===== config.mk =====
export PLATFORM = sky130hd
export DESIGN_NAME = vector06_io_top
export DESIGN_NICKNAME = d
export VERILOG_FILES = /design/src/verilog/vector_bus_pkg.sv /design/src/verilog/vector_joy_pkg.sv /design/src/verilog/bus_status_latch.sv /design/src/verilog/io_port_decoder.sv /design/src/verilog/edisk_mapper.sv /design/src/verilog/joystick_ports.sv /design/src/verilog/vector06_io_top.sv
export SDC_FILE = /design/constraint.sdc
export NUM_CORES = 1
export LEC_CHECK = 0
export ABC_AREA = 0
export BUFFER_PORTS_ARGS = -buffer_cell sky130_fd_sc_hd__buf_2
export CELL_PAD_IN_SITES_DETAIL_PLACEMENT = 1
export CELL_PAD_IN_SITES_GLOBAL_PLACEMENT = 2
export CORE_MARGIN = 5
export CORE_UTILIZATION = 28
export CTS_CLUSTER_DIAMETER = 50
export CTS_CLUSTER_SIZE = 40
export DETAILED_ROUTE_END_ITERATION = 12
export PLACE_DENSITY_LB_ADDON = 0.1
export SLEW_MARGIN = 20
export SYNTH_ARGS = -nofsm -noshare
export SYNTH_HDL_FRONTEND = slang
export SYNTH_HIERARCHICAL = 1
export SYNTH_SLANG_ARGS = --single-unit

===== constraint.sdc =====
create_clock -name clk_sys -period 2.65 [get_ports clk_sys]
set_clock_uncertainty 0.1 [all_clocks]
set_input_delay 0.1325 -clock clk_sys [delete_from_list [all_inputs] [get_ports clk_sys]]
set_output_delay 0.1325 -clock clk_sys [all_outputs]
set_load 0.05 [all_outputs]

===== src/verilog/vector_bus_pkg.sv =====
// Vector 06C bus definitions
`default_nettype none

package vector_bus_pkg;

	// ----------------------------------------
	// Widths
	// ----------------------------------------
	localparam int addr_w = 16;
	localparam int data_w = 8;
	localparam int page_w = 3;

	// ----------------------------------------
	// Status word bit positions
	// ----------------------------------------
	localparam int st_int_ack  = 0;
	localparam int st_write_n  = 1;
	localparam int st_io_stack = 2;
	localparam int st_io_write = 4;
	localparam int st_io_read  = 6;
	localparam int st_ram_read = 7;

	// Idle status: write_n high, every other flag low
	localparam logic [data_w-1:0] st_idle_word = 8'h02;

	// ----------------------------------------
	// I/O port codes on the low address byte
	// ----------------------------------------
	// 04 and 05, bit 0 picks whole byte or bit-set command
	localparam logic [7:0] port_joy_ctrl = 8'h04;
	localparam logic [7:0] port_joy_sel  = 8'h06;
	localparam logic [7:0] port_joy_pu   = 8'h07;
	localparam logic [7:0] port_joy_a    = 8'h0E;
	localparam logic [7:0] port_joy_b    = 8'h0F;
	localparam logic [7:0] port_edisk    = 8'h10;

	// Returned for unmapped ports and interrupt acknowledge
	localparam logic [data_w-1:0] io_idle_data = 8'hFF;

endpackage

`default_nettype wire


===== src/verilog/vector_joy_pkg.sv =====
// Vector 06C joystick definitions
`default_nettype none

package vector_joy_pkg;

	// ----------------------------------------
	// Joystick input word bit positions
	// ----------------------------------------
	localparam int joy_right = 0;
	localparam int joy_left  = 1;
	localparam int joy_down  = 2;
	localparam int joy_up    = 3;
	localparam int joy_fire1 = 4;
	localparam int joy_fire2 = 5;

	// ----------------------------------------
	// Control register
	// ----------------------------------------
	// Mode field sits in bits 6:5
	localparam int joy_mode_lo = 5;
	localparam int joy_mode_hi = 6;

	// Source of port 06
	localparam logic [1:0] joy_mode_and = 2'b00;
	localparam logic [1:0] joy_mode_a   = 2'b01;
	localparam logic [1:0] joy_mode_b   = 2'b10;
	localparam logic [1:0] joy_mode_off = 2'b11;

	// Bit-set command view of a port 04 write
	typedef struct packed {
		logic       flag;
		logic [2:0] spare;
		logic [2:0] index;
		logic       value;
	} joy_cmd_t;

	typedef union packed {
		logic [7:0] word;
		joy_cmd_t   cmd;
	} joy_ctrl_u;

endpackage

`default_nettype wire


===== src/verilog/bus_status_latch.sv =====
// CPU status word latch
`default_nettype none

module bus_status_latch (
	input  wire                              clk_sys,
	input  wire                              cold_reset,
	input  wire                              cpu_sync_i,
	input  wire [vector_bus_pkg::data_w-1:0] cpu_dout_i,
	output logic                             io_read_o,
	output logic                             io_write_o,
	output logic                             int_ack_o,
	output logic                             io_stack_o,
	output logic                             mem_access_o
);

	logic                              sync_q;
	logic [vector_bus_pkg::data_w-1:0] status_word;

	// Status byte is on the data bus while sync is high
	always_ff @(posedge clk_sys) begin
		if (cold_reset) begin
			sync_q      <= 1'b0;
			status_word <= vector_bus_pkg::st_idle_word;
		end else begin
			sync_q <= cpu_sync_i;
			if (cpu_sync_i && !sync_q)
				status_word <= cpu_dout_i;
		end
	end

	// ----------------------------------------
	// Cycle flags
	// ----------------------------------------
	assign io_read_o  = status_word[vector_bus_pkg::st_io_read];
	assign io_write_o = status_word[vector_bus_pkg::st_io_write];
	assign int_ack_o  = status_word[vector_bus_pkg::st_int_ack];
	assign io_stack_o = status_word[vector_bus_pkg::st_io_stack];

	// Memory read or write, not an I/O cycle
	assign mem_access_o = (status_word[vector_bus_pkg::st_ram_read]
		| ~status_word[vector_bus_pkg::st_write_n])
		& ~status_word[vector_bus_pkg::st_io_write]
		& ~status_word[vector_bus_pkg::st_io_read];

endmodule

`default_nettype wire


===== src/verilog/io_port_decoder.sv =====
// I/O port decoder and read mux
`default_nettype none

module io_port_decoder (
	input  wire  [7:0]                        cpu_addr_i,
	input  wire                               cpu_wr_n_i,
	input  wire                               io_read_i,
	input  wire                               io_write_i,
	input  wire                               int_ack_i,
	input  wire  [vector_bus_pkg::data_w-1:0] joy_sel_data_i,
	input  wire  [vector_bus_pkg::data_w-1:0] joy_pu_data_i,
	input  wire  [vector_bus_pkg::data_w-1:0] joy_a_data_i,
	input  wire  [vector_bus_pkg::data_w-1:0] joy_b_data_i,
	output logic                              edisk_wr_o,
	output logic                              joy_wr_o,
	output logic [vector_bus_pkg::data_w-1:0] cpu_din_o
);

	logic                              io_wr;
	logic                              joy_ctrl_sel;
	logic                              edisk_sel;
	logic [vector_bus_pkg::data_w-1:0] port_data;

	// ----------------------------------------
	// Port selects
	// ----------------------------------------
	// Control port ignores address bit 0
	assign joy_ctrl_sel = (cpu_addr_i[7:1] == vector_bus_pkg::port_joy_ctrl[7:1]);
	assign edisk_sel    = (cpu_addr_i == vector_bus_pkg::port_edisk);

	// OUT cycle with the write pulse low
	assign io_wr = io_write_i & ~cpu_wr_n_i;

	assign edisk_wr_o = io_wr & edisk_sel;
	assign joy_wr_o   = io_wr & joy_ctrl_sel;

	// ----------------------------------------
	// Read data
	// ----------------------------------------
	always_comb begin
		port_data = vector_bus_pkg::io_idle_data;
		case (cpu_addr_i)
			vector_bus_pkg::port_joy_sel:
				port_data = joy_sel_data_i;
			vector_bus_pkg::port_joy_pu:
				port_data = joy_pu_data_i;
			vector_bus_pkg::port_joy_a:
				port_data = joy_a_data_i;
			vector_bus_pkg::port_joy_b:
				port_data = joy_b_data_i;
			// Write-only and unmapped ports float high
			default: ;
		endcase
	end

	// Interrupt acknowledge puts RST 7 on the bus
	always_comb begin
		if (int_ack_i)
			cpu_din_o = vector_bus_pkg::io_idle_data;
		else if (io_read_i)
			cpu_din_o = port_data;
		else
			cpu_din_o = vector_bus_pkg::io_idle_data;
	end

endmodule

`default_nettype wire


===== src/verilog/edisk_mapper.sv =====
// E-disk page mapper
`default_nettype none

module edisk_mapper (
	input  wire                                clk_sys,
	input  wire                                cold_reset,
	input  wire                                edisk_wr_i,
	input  wire  [vector_bus_pkg::data_w-1:0]  cpu_dout_i,
	input  wire  [vector_bus_pkg::addr_w-1:13] cpu_addr_i,
	input  wire                                mem_access_i,
	input  wire                                io_stack_i,
	output logic [vector_bus_pkg::page_w-1:0]  ed_page_o
);

	logic                              wr_q;
	logic [vector_bus_pkg::data_w-1:0] ed_reg;
	logic                              ed_win;
	logic                              ed_ram;
	logic                              ed_stack;

	// Control register, loaded once per write pulse
	always_ff @(posedge clk_sys) begin
		if (cold_reset) begin
			wr_q   <= 1'b0;
			ed_reg <= '0;
		end else begin
			wr_q <= edisk_wr_i;
			if (edisk_wr_i && !wr_q)
				ed_reg <= cpu_dout_i;
		end
	end

	// ----------------------------------------
	// Window and page selection
	// ----------------------------------------
	// A000-DFFF always, 8000-9FFF and E000-FFFF when enabled
	assign ed_win = cpu_addr_i[15] & ((cpu_addr_i[14] ^ cpu_addr_i[13])
		| (ed_reg[7] & cpu_addr_i[14] & cpu_addr_i[13])
		| (ed_reg[6] & ~cpu_addr_i[14] & ~cpu_addr_i[13]));

	assign ed_stack = ed_reg[4] & io_stack_i & mem_access_i;
	assign ed_ram   = ed_reg[5] & ed_win & mem_access_i;

	// Page 0 is main RAM, e-disk banks are 1 to 4
	always_comb begin
		if (ed_stack)
			ed_page_o = {1'b0, ed_reg[3:2]} + 3'd1;
		else if (ed_ram)
			ed_page_o = {1'b0, ed_reg[1:0]} + 3'd1;
		else
			ed_page_o = '0;
	end

endmodule

`default_nettype wire


===== src/verilog/joystick_ports.sv =====
// Joystick control and read ports
`default_nettype none

module joystick_ports (
	input  wire                               clk_sys,
	input  wire                               cold_reset,
	input  wire                               joy_wr_i,
	input  wire                               cpu_addr_i,
	input  wire  [vector_bus_pkg::data_w-1:0] cpu_dout_i,
	input  wire  [vector_bus_pkg::data_w-1:0] joy_a_i,
	input  wire  [vector_bus_pkg::data_w-1:0] joy_b_i,
	output logic [vector_bus_pkg::data_w-1:0] joy_ctrl_o,
	output logic [vector_bus_pkg::data_w-1:0] joy_sel_data_o,
	output logic [vector_bus_pkg::data_w-1:0] joy_pu_data_o,
	output logic [vector_bus_pkg::data_w-1:0] joy_a_data_o,
	output logic [vector_bus_pkg::data_w-1:0] joy_b_data_o
);

	logic                              wr_q;
	vector_joy_pkg::joy_ctrl_u         ctrl_wr;
	logic [vector_bus_pkg::data_w-1:0] joy_pu;

	// Active-low stick byte as seen on ports 0E and 0F
	function automatic logic [7:0] fmt_stick(input logic [7:0] j);
		fmt_stick = ~{j[vector_joy_pkg::joy_fire2], j[vector_joy_pkg::joy_fire1], 2'b00,
			j[vector_joy_pkg::joy_down], j[vector_joy_pkg::joy_up],
			j[vector_joy_pkg::joy_left], j[vector_joy_pkg::joy_right]};
	endfunction

	assign ctrl_wr.word = cpu_dout_i;

	// ----------------------------------------
	// Control register
	// ----------------------------------------
	always_ff @(posedge clk_sys) begin
		if (cold_reset) begin
			wr_q       <= 1'b0;
			joy_ctrl_o <= '0;
		end else begin
			wr_q <= joy_wr_i;
			if (joy_wr_i && !wr_q) begin
				// Port 05 loads the byte and port 04 sets or clears one bit
				if (cpu_addr_i)
					joy_ctrl_o <= ctrl_wr.word;
				else if (!ctrl_wr.cmd.flag)
					joy_ctrl_o[ctrl_wr.cmd.index] <= ctrl_wr.cmd.value;
			end
		end
	end

	// ----------------------------------------
	// Read formats
	// ----------------------------------------
	assign joy_a_data_o = fmt_stick(joy_a_i);
	assign joy_b_data_o = fmt_stick(joy_b_i);

	// Port 07 layout is active high with both sticks merged
	assign joy_pu = joy_a_i | joy_b_i;
	assign joy_pu_data_o = {joy_pu[vector_joy_pkg::joy_up], joy_pu[vector_joy_pkg::joy_right],
		joy_pu[vector_joy_pkg::joy_down], joy_pu[vector_joy_pkg::joy_left],
		joy_pu[vector_joy_pkg::joy_fire1], joy_pu[vector_joy_pkg::joy_fire2], 2'b00};

	always_comb begin
		case (joy_ctrl_o[vector_joy_pkg::joy_mode_hi:vector_joy_pkg::joy_mode_lo])
			vector_joy_pkg::joy_mode_and:
				joy_sel_data_o = joy_a_data_o & joy_b_data_o;
			vector_joy_pkg::joy_mode_a:
				joy_sel_data_o = joy_a_data_o;
			vector_joy_pkg::joy_mode_b:
				joy_sel_data_o = joy_b_data_o;
			vector_joy_pkg::joy_mode_off:
				joy_sel_data_o = 8'hFF;
		endcase
	end

endmodule

`default_nettype wire


===== src/verilog/vector06_io_top.sv =====
// Vector 06C I/O and bank control
`default_nettype none

module vector06_io_top (
	input  wire                               clk_sys,
	input  wire                               cold_reset,
	input  wire  [vector_bus_pkg::addr_w-1:0] cpu_addr_i,
	input  wire  [vector_bus_pkg::data_w-1:0] cpu_dout_i,
	input  wire                               cpu_sync_i,
	// DBIN from the CPU
	input  wire                               cpu_rd_i,
	input  wire                               cpu_wr_n_i,
	input  wire  [vector_bus_pkg::data_w-1:0] joy_a_i,
	input  wire  [vector_bus_pkg::data_w-1:0] joy_b_i,
	output logic [vector_bus_pkg::data_w-1:0] cpu_din_o,
	output logic [vector_bus_pkg::page_w-1:0] ed_page_o,
	output logic [vector_bus_pkg::data_w-1:0] joy_ctrl_o
);

	// Cycle flags
	logic io_read;
	logic io_write;
	logic int_ack;
	logic io_stack;
	logic mem_access;

	// Write strobes
	logic edisk_wr;
	logic joy_wr;

	// Joystick read bytes
	logic [vector_bus_pkg::data_w-1:0] joy_sel_data;
	logic [vector_bus_pkg::data_w-1:0] joy_pu_data;
	logic [vector_bus_pkg::data_w-1:0] joy_a_data;
	logic [vector_bus_pkg::data_w-1:0] joy_b_data;

	// ----------------------------------------
	// Bus side
	// ----------------------------------------
	bus_status_latch u_status (
		.clk_sys      (clk_sys),
		.cold_reset   (cold_reset),
		.cpu_sync_i   (cpu_sync_i),
		.cpu_dout_i   (cpu_dout_i),
		.io_read_o    (io_read),
		.io_write_o   (io_write),
		.int_ack_o    (int_ack),
		.io_stack_o   (io_stack),
		.mem_access_o (mem_access)
	);

	io_port_decoder u_decoder (
		.cpu_addr_i     (cpu_addr_i[7:0]),
		.cpu_wr_n_i     (cpu_wr_n_i),
		.io_read_i      (io_read),
		.io_write_i     (io_write),
		.int_ack_i      (int_ack),
		.joy_sel_data_i (joy_sel_data),
		.joy_pu_data_i  (joy_pu_data),
		.joy_a_data_i   (joy_a_data),
		.joy_b_data_i   (joy_b_data),
		.edisk_wr_o     (edisk_wr),
		.joy_wr_o       (joy_wr),
		.cpu_din_o      (cpu_din_o)
	);

	// ----------------------------------------
	// Registers
	// ----------------------------------------
	edisk_mapper u_edisk (
		.clk_sys      (clk_sys),
		.cold_reset   (cold_reset),
		.edisk_wr_i   (edisk_wr),
		.cpu_dout_i   (cpu_dout_i),
		.cpu_addr_i   (cpu_addr_i[vector_bus_pkg::addr_w-1:13]),
		.mem_access_i (mem_access),
		.io_stack_i   (io_stack),
		.ed_page_o    (ed_page_o)
	);

	joystick_ports u_joy (
		.clk_sys        (clk_sys),
		.cold_reset     (cold_reset),
		.joy_wr_i       (joy_wr),
		.cpu_addr_i     (cpu_addr_i[0]),
		.cpu_dout_i     (cpu_dout_i),
		.joy_a_i        (joy_a_i),
		.joy_b_i        (joy_b_i),
		.joy_ctrl_o     (joy_ctrl_o),
		.joy_sel_data_o (joy_sel_data),
		.joy_pu_data_o  (joy_pu_data),
		.joy_a_data_o   (joy_a_data),
		.joy_b_data_o   (joy_b_data)
	);

endmodule

`default_nettype wire


==> reports/summary.txt <==
Post-synth EDFFs = 0
First-pass GRT wire length = 9230 um
IO Count = 64
Gr ovfl total = 0
Register area = 500 um2
Post CTS Setup Buffer Count = 0
CP arrival = 2.04 ns
Fin crit share = 85.8%
FF+latch count, synth = 25
CTS tree = built
Final Max Slew Viols = 0
Period minus WS final = 2.27 ns
H-tree lvl count = 1
Critical Path End Type = output port
Post-CTS resize count = 0
Cells after Synth = 219
CTS Buffer Depth = 2
Post-CTS Hold Fix Bufs = 0
Die height = 90.8 um
Vias in the first global route = 1827
Die X = 90.8 um
Hold endpoint = u_edisk/ed_reg[5]
R2R Path End = u_joy/joy_ctrl_o[5]
Yosys cell types = 53
Peak supply drop = 0.161 mV
Hold Crit Class = in -> reg
Clock Latency Late Sink = 0.27 ns
Sequential-to-total area share from yosys stat = 27.4%
Fillers = 788
Area Growth Syn to Fin = 17.4%
Wire per inst = 16.4 um
Synth warn = 6
Initial antenna violation count = 0
CTS buffer count = 3
Largest cells by area after synthesis = dfxtp_1 (27%), mux2i_1 (7.1%), nand3_1 (4.7%)
Outcome = completed
RR Startpoint = u_status/status_word[4]
PD cells = 349 nW/um2
Unrepaired setup endpoints after global routing = false
Most frequent cell after synthesis = dfxtp_1
Worst Min Path Start = cpu_dout_i[5]
Synth cell count leaders = dfxtp_1 (25), inv_1 (19), nand3_1 (17)
Fmax achieved = 440 MHz
Pin count of the biggest net entering global routing = 35
Most used DFF post-synth = dfxtp_1
Max FO, Critical Path = 4
Ant diodes = 0
PortBufs = 53
Global placement routability congestion = 0.804
Mapped Avg Cell Area = 8.34 um2
Hold Vio Cnt, Final = 0
Hold depth = 3
Pre-antenna DRT Iters = 4
CP Class = reg -> out
CP startpoint kind = register
Routed wire length = 5570 um
Initial Util = 28.8%
DRC = 0
Max cap viols = 0
Slew margin rel. = 60.7%
Fin util = 33.8%
Std-Cell Rows = 29
CTS sink count = 25
Full die area = 8240 um2
Top-area cell type share of the netlist area = 27.4%
Critical Path Source = u_status/status_word[7]
Final #Nets = 311
Area of the multi-input gates = 1140 um2
Fin Setup TNS = 0 ns
Routed vias = 1760
Layout cell share with drive strength beyond 1 = 26.6%
CTS clk-pin slew, worst paths = 0.10 ns
1st-iter DRT viols = 27
Pleak = 0.855 nW
Total global-route track usage = 13.3%
Post-route ant nets = 0
Via density = 5.18
R2R setup slack = 0.54 ns
Worst Max-Slew Pin Slew = 0.585 ns
Post-synth top area cell = dfxtp_1
DP HPWL = 4190 um
Total core area = 6350 um2
Synth Cell Area = 1830 um2
Required time worst endpoint = 2.42 ns
Clk root buf = clkbuf_8
Post-synth ARST share = 0%
Depth of the most critical reg-to-reg path = 7
Final setup vio count = 0
-- final cells by class --
class | instances | share of cell area (%)
Clock inverter | 1 | 0.233
Clock buffer | 3 | 1.93
Tap cell | 77 | 4.49
Multi-Input combinational cell | 159 | 53.3
Inverter | 19 | 3.33
Timing Repair Buffer | 56 | 13.4
Sequential cell | 25 | 23.3
-- critical path, stage by stage (launching register included) --
cell,delay [ns]
dfxtp_1,0.32
inv_1,0.06
a211oi_1,0.50
nand3_1,0.17
nor4_2,0.28
o2bb2ai_1,0.17
buf_2,0.28
-- cells in the final DEF (no fill, tap or decap), types with 12 or more instances in the layout --
cell type  netlist  final
buf_2            7     53
dfxtp_1         25     25
inv_1           19     19
mux2i_1         13     13
nand3_1         17     17
nor2_1          12     12
-- worst max-delay path by stage --
| stage | endpoint |
|---|---|
| floorplan | u_joy/joy_ctrl_o[7] |
| global placement | u_joy/joy_ctrl_o[5] |
| detailed placement | u_joy/joy_ctrl_o[5] |
| CTS | ed_page_o[0] |
| global route | u_joy/joy_ctrl_o[4] |
| finish | ed_page_o[0] |
-- kinds of logic after synthesis --
kind of cell	count (synthesis)	synth area share, %
fa+ha+maj	2	1.37
flops	25	27.4
other cells	2	0.411
buf+inv	41	11.3
simple gates	92	33.4
mux	15	8.36
compound gates	42	17.8
-- where the power goes --
group	switching [mW]	internal (mW)	total, mW
Combinational	0.0803	0.0511	0.131
Sequential	0.00425	0.382	0.386
Clock	0.125	0.105	0.230
Total	0.209	0.538	0.748
-- routing by layer --
| layer | routed length [um] | track usage [%] | vias to the layer above |
|---|---|---|---|
| met5 | 0 | 0 | - |
| met3 | 240 | 2.42 | 2 |
| li1 | - | - | 878 |
| met2 | 2560 | 22.8 | 38 |
| met4 | 29 | 2.93 | 0 |
| met1 | 2740 | 17.3 | 842 |
-- metrics by stage --
step           power (mW)  worst slack (ns)  cells  instance area, um2  hold slack [ns]
6_report            0.748             0.376    340                2140           0.0278
5_1_grt             0.792             0.236    340                2140           0.0372
4_1_cts             0.763             0.383    340                2140           0.0289
3_5_place_dp        0.527             0.415    336                2100            0.324
3_3_place_gp        0.527             0.406    336                2100            0.315
2_1_floorplan       0.477             0.751    225                1850            0.161
Note: power is estimated with default switching activity, not from simulation.
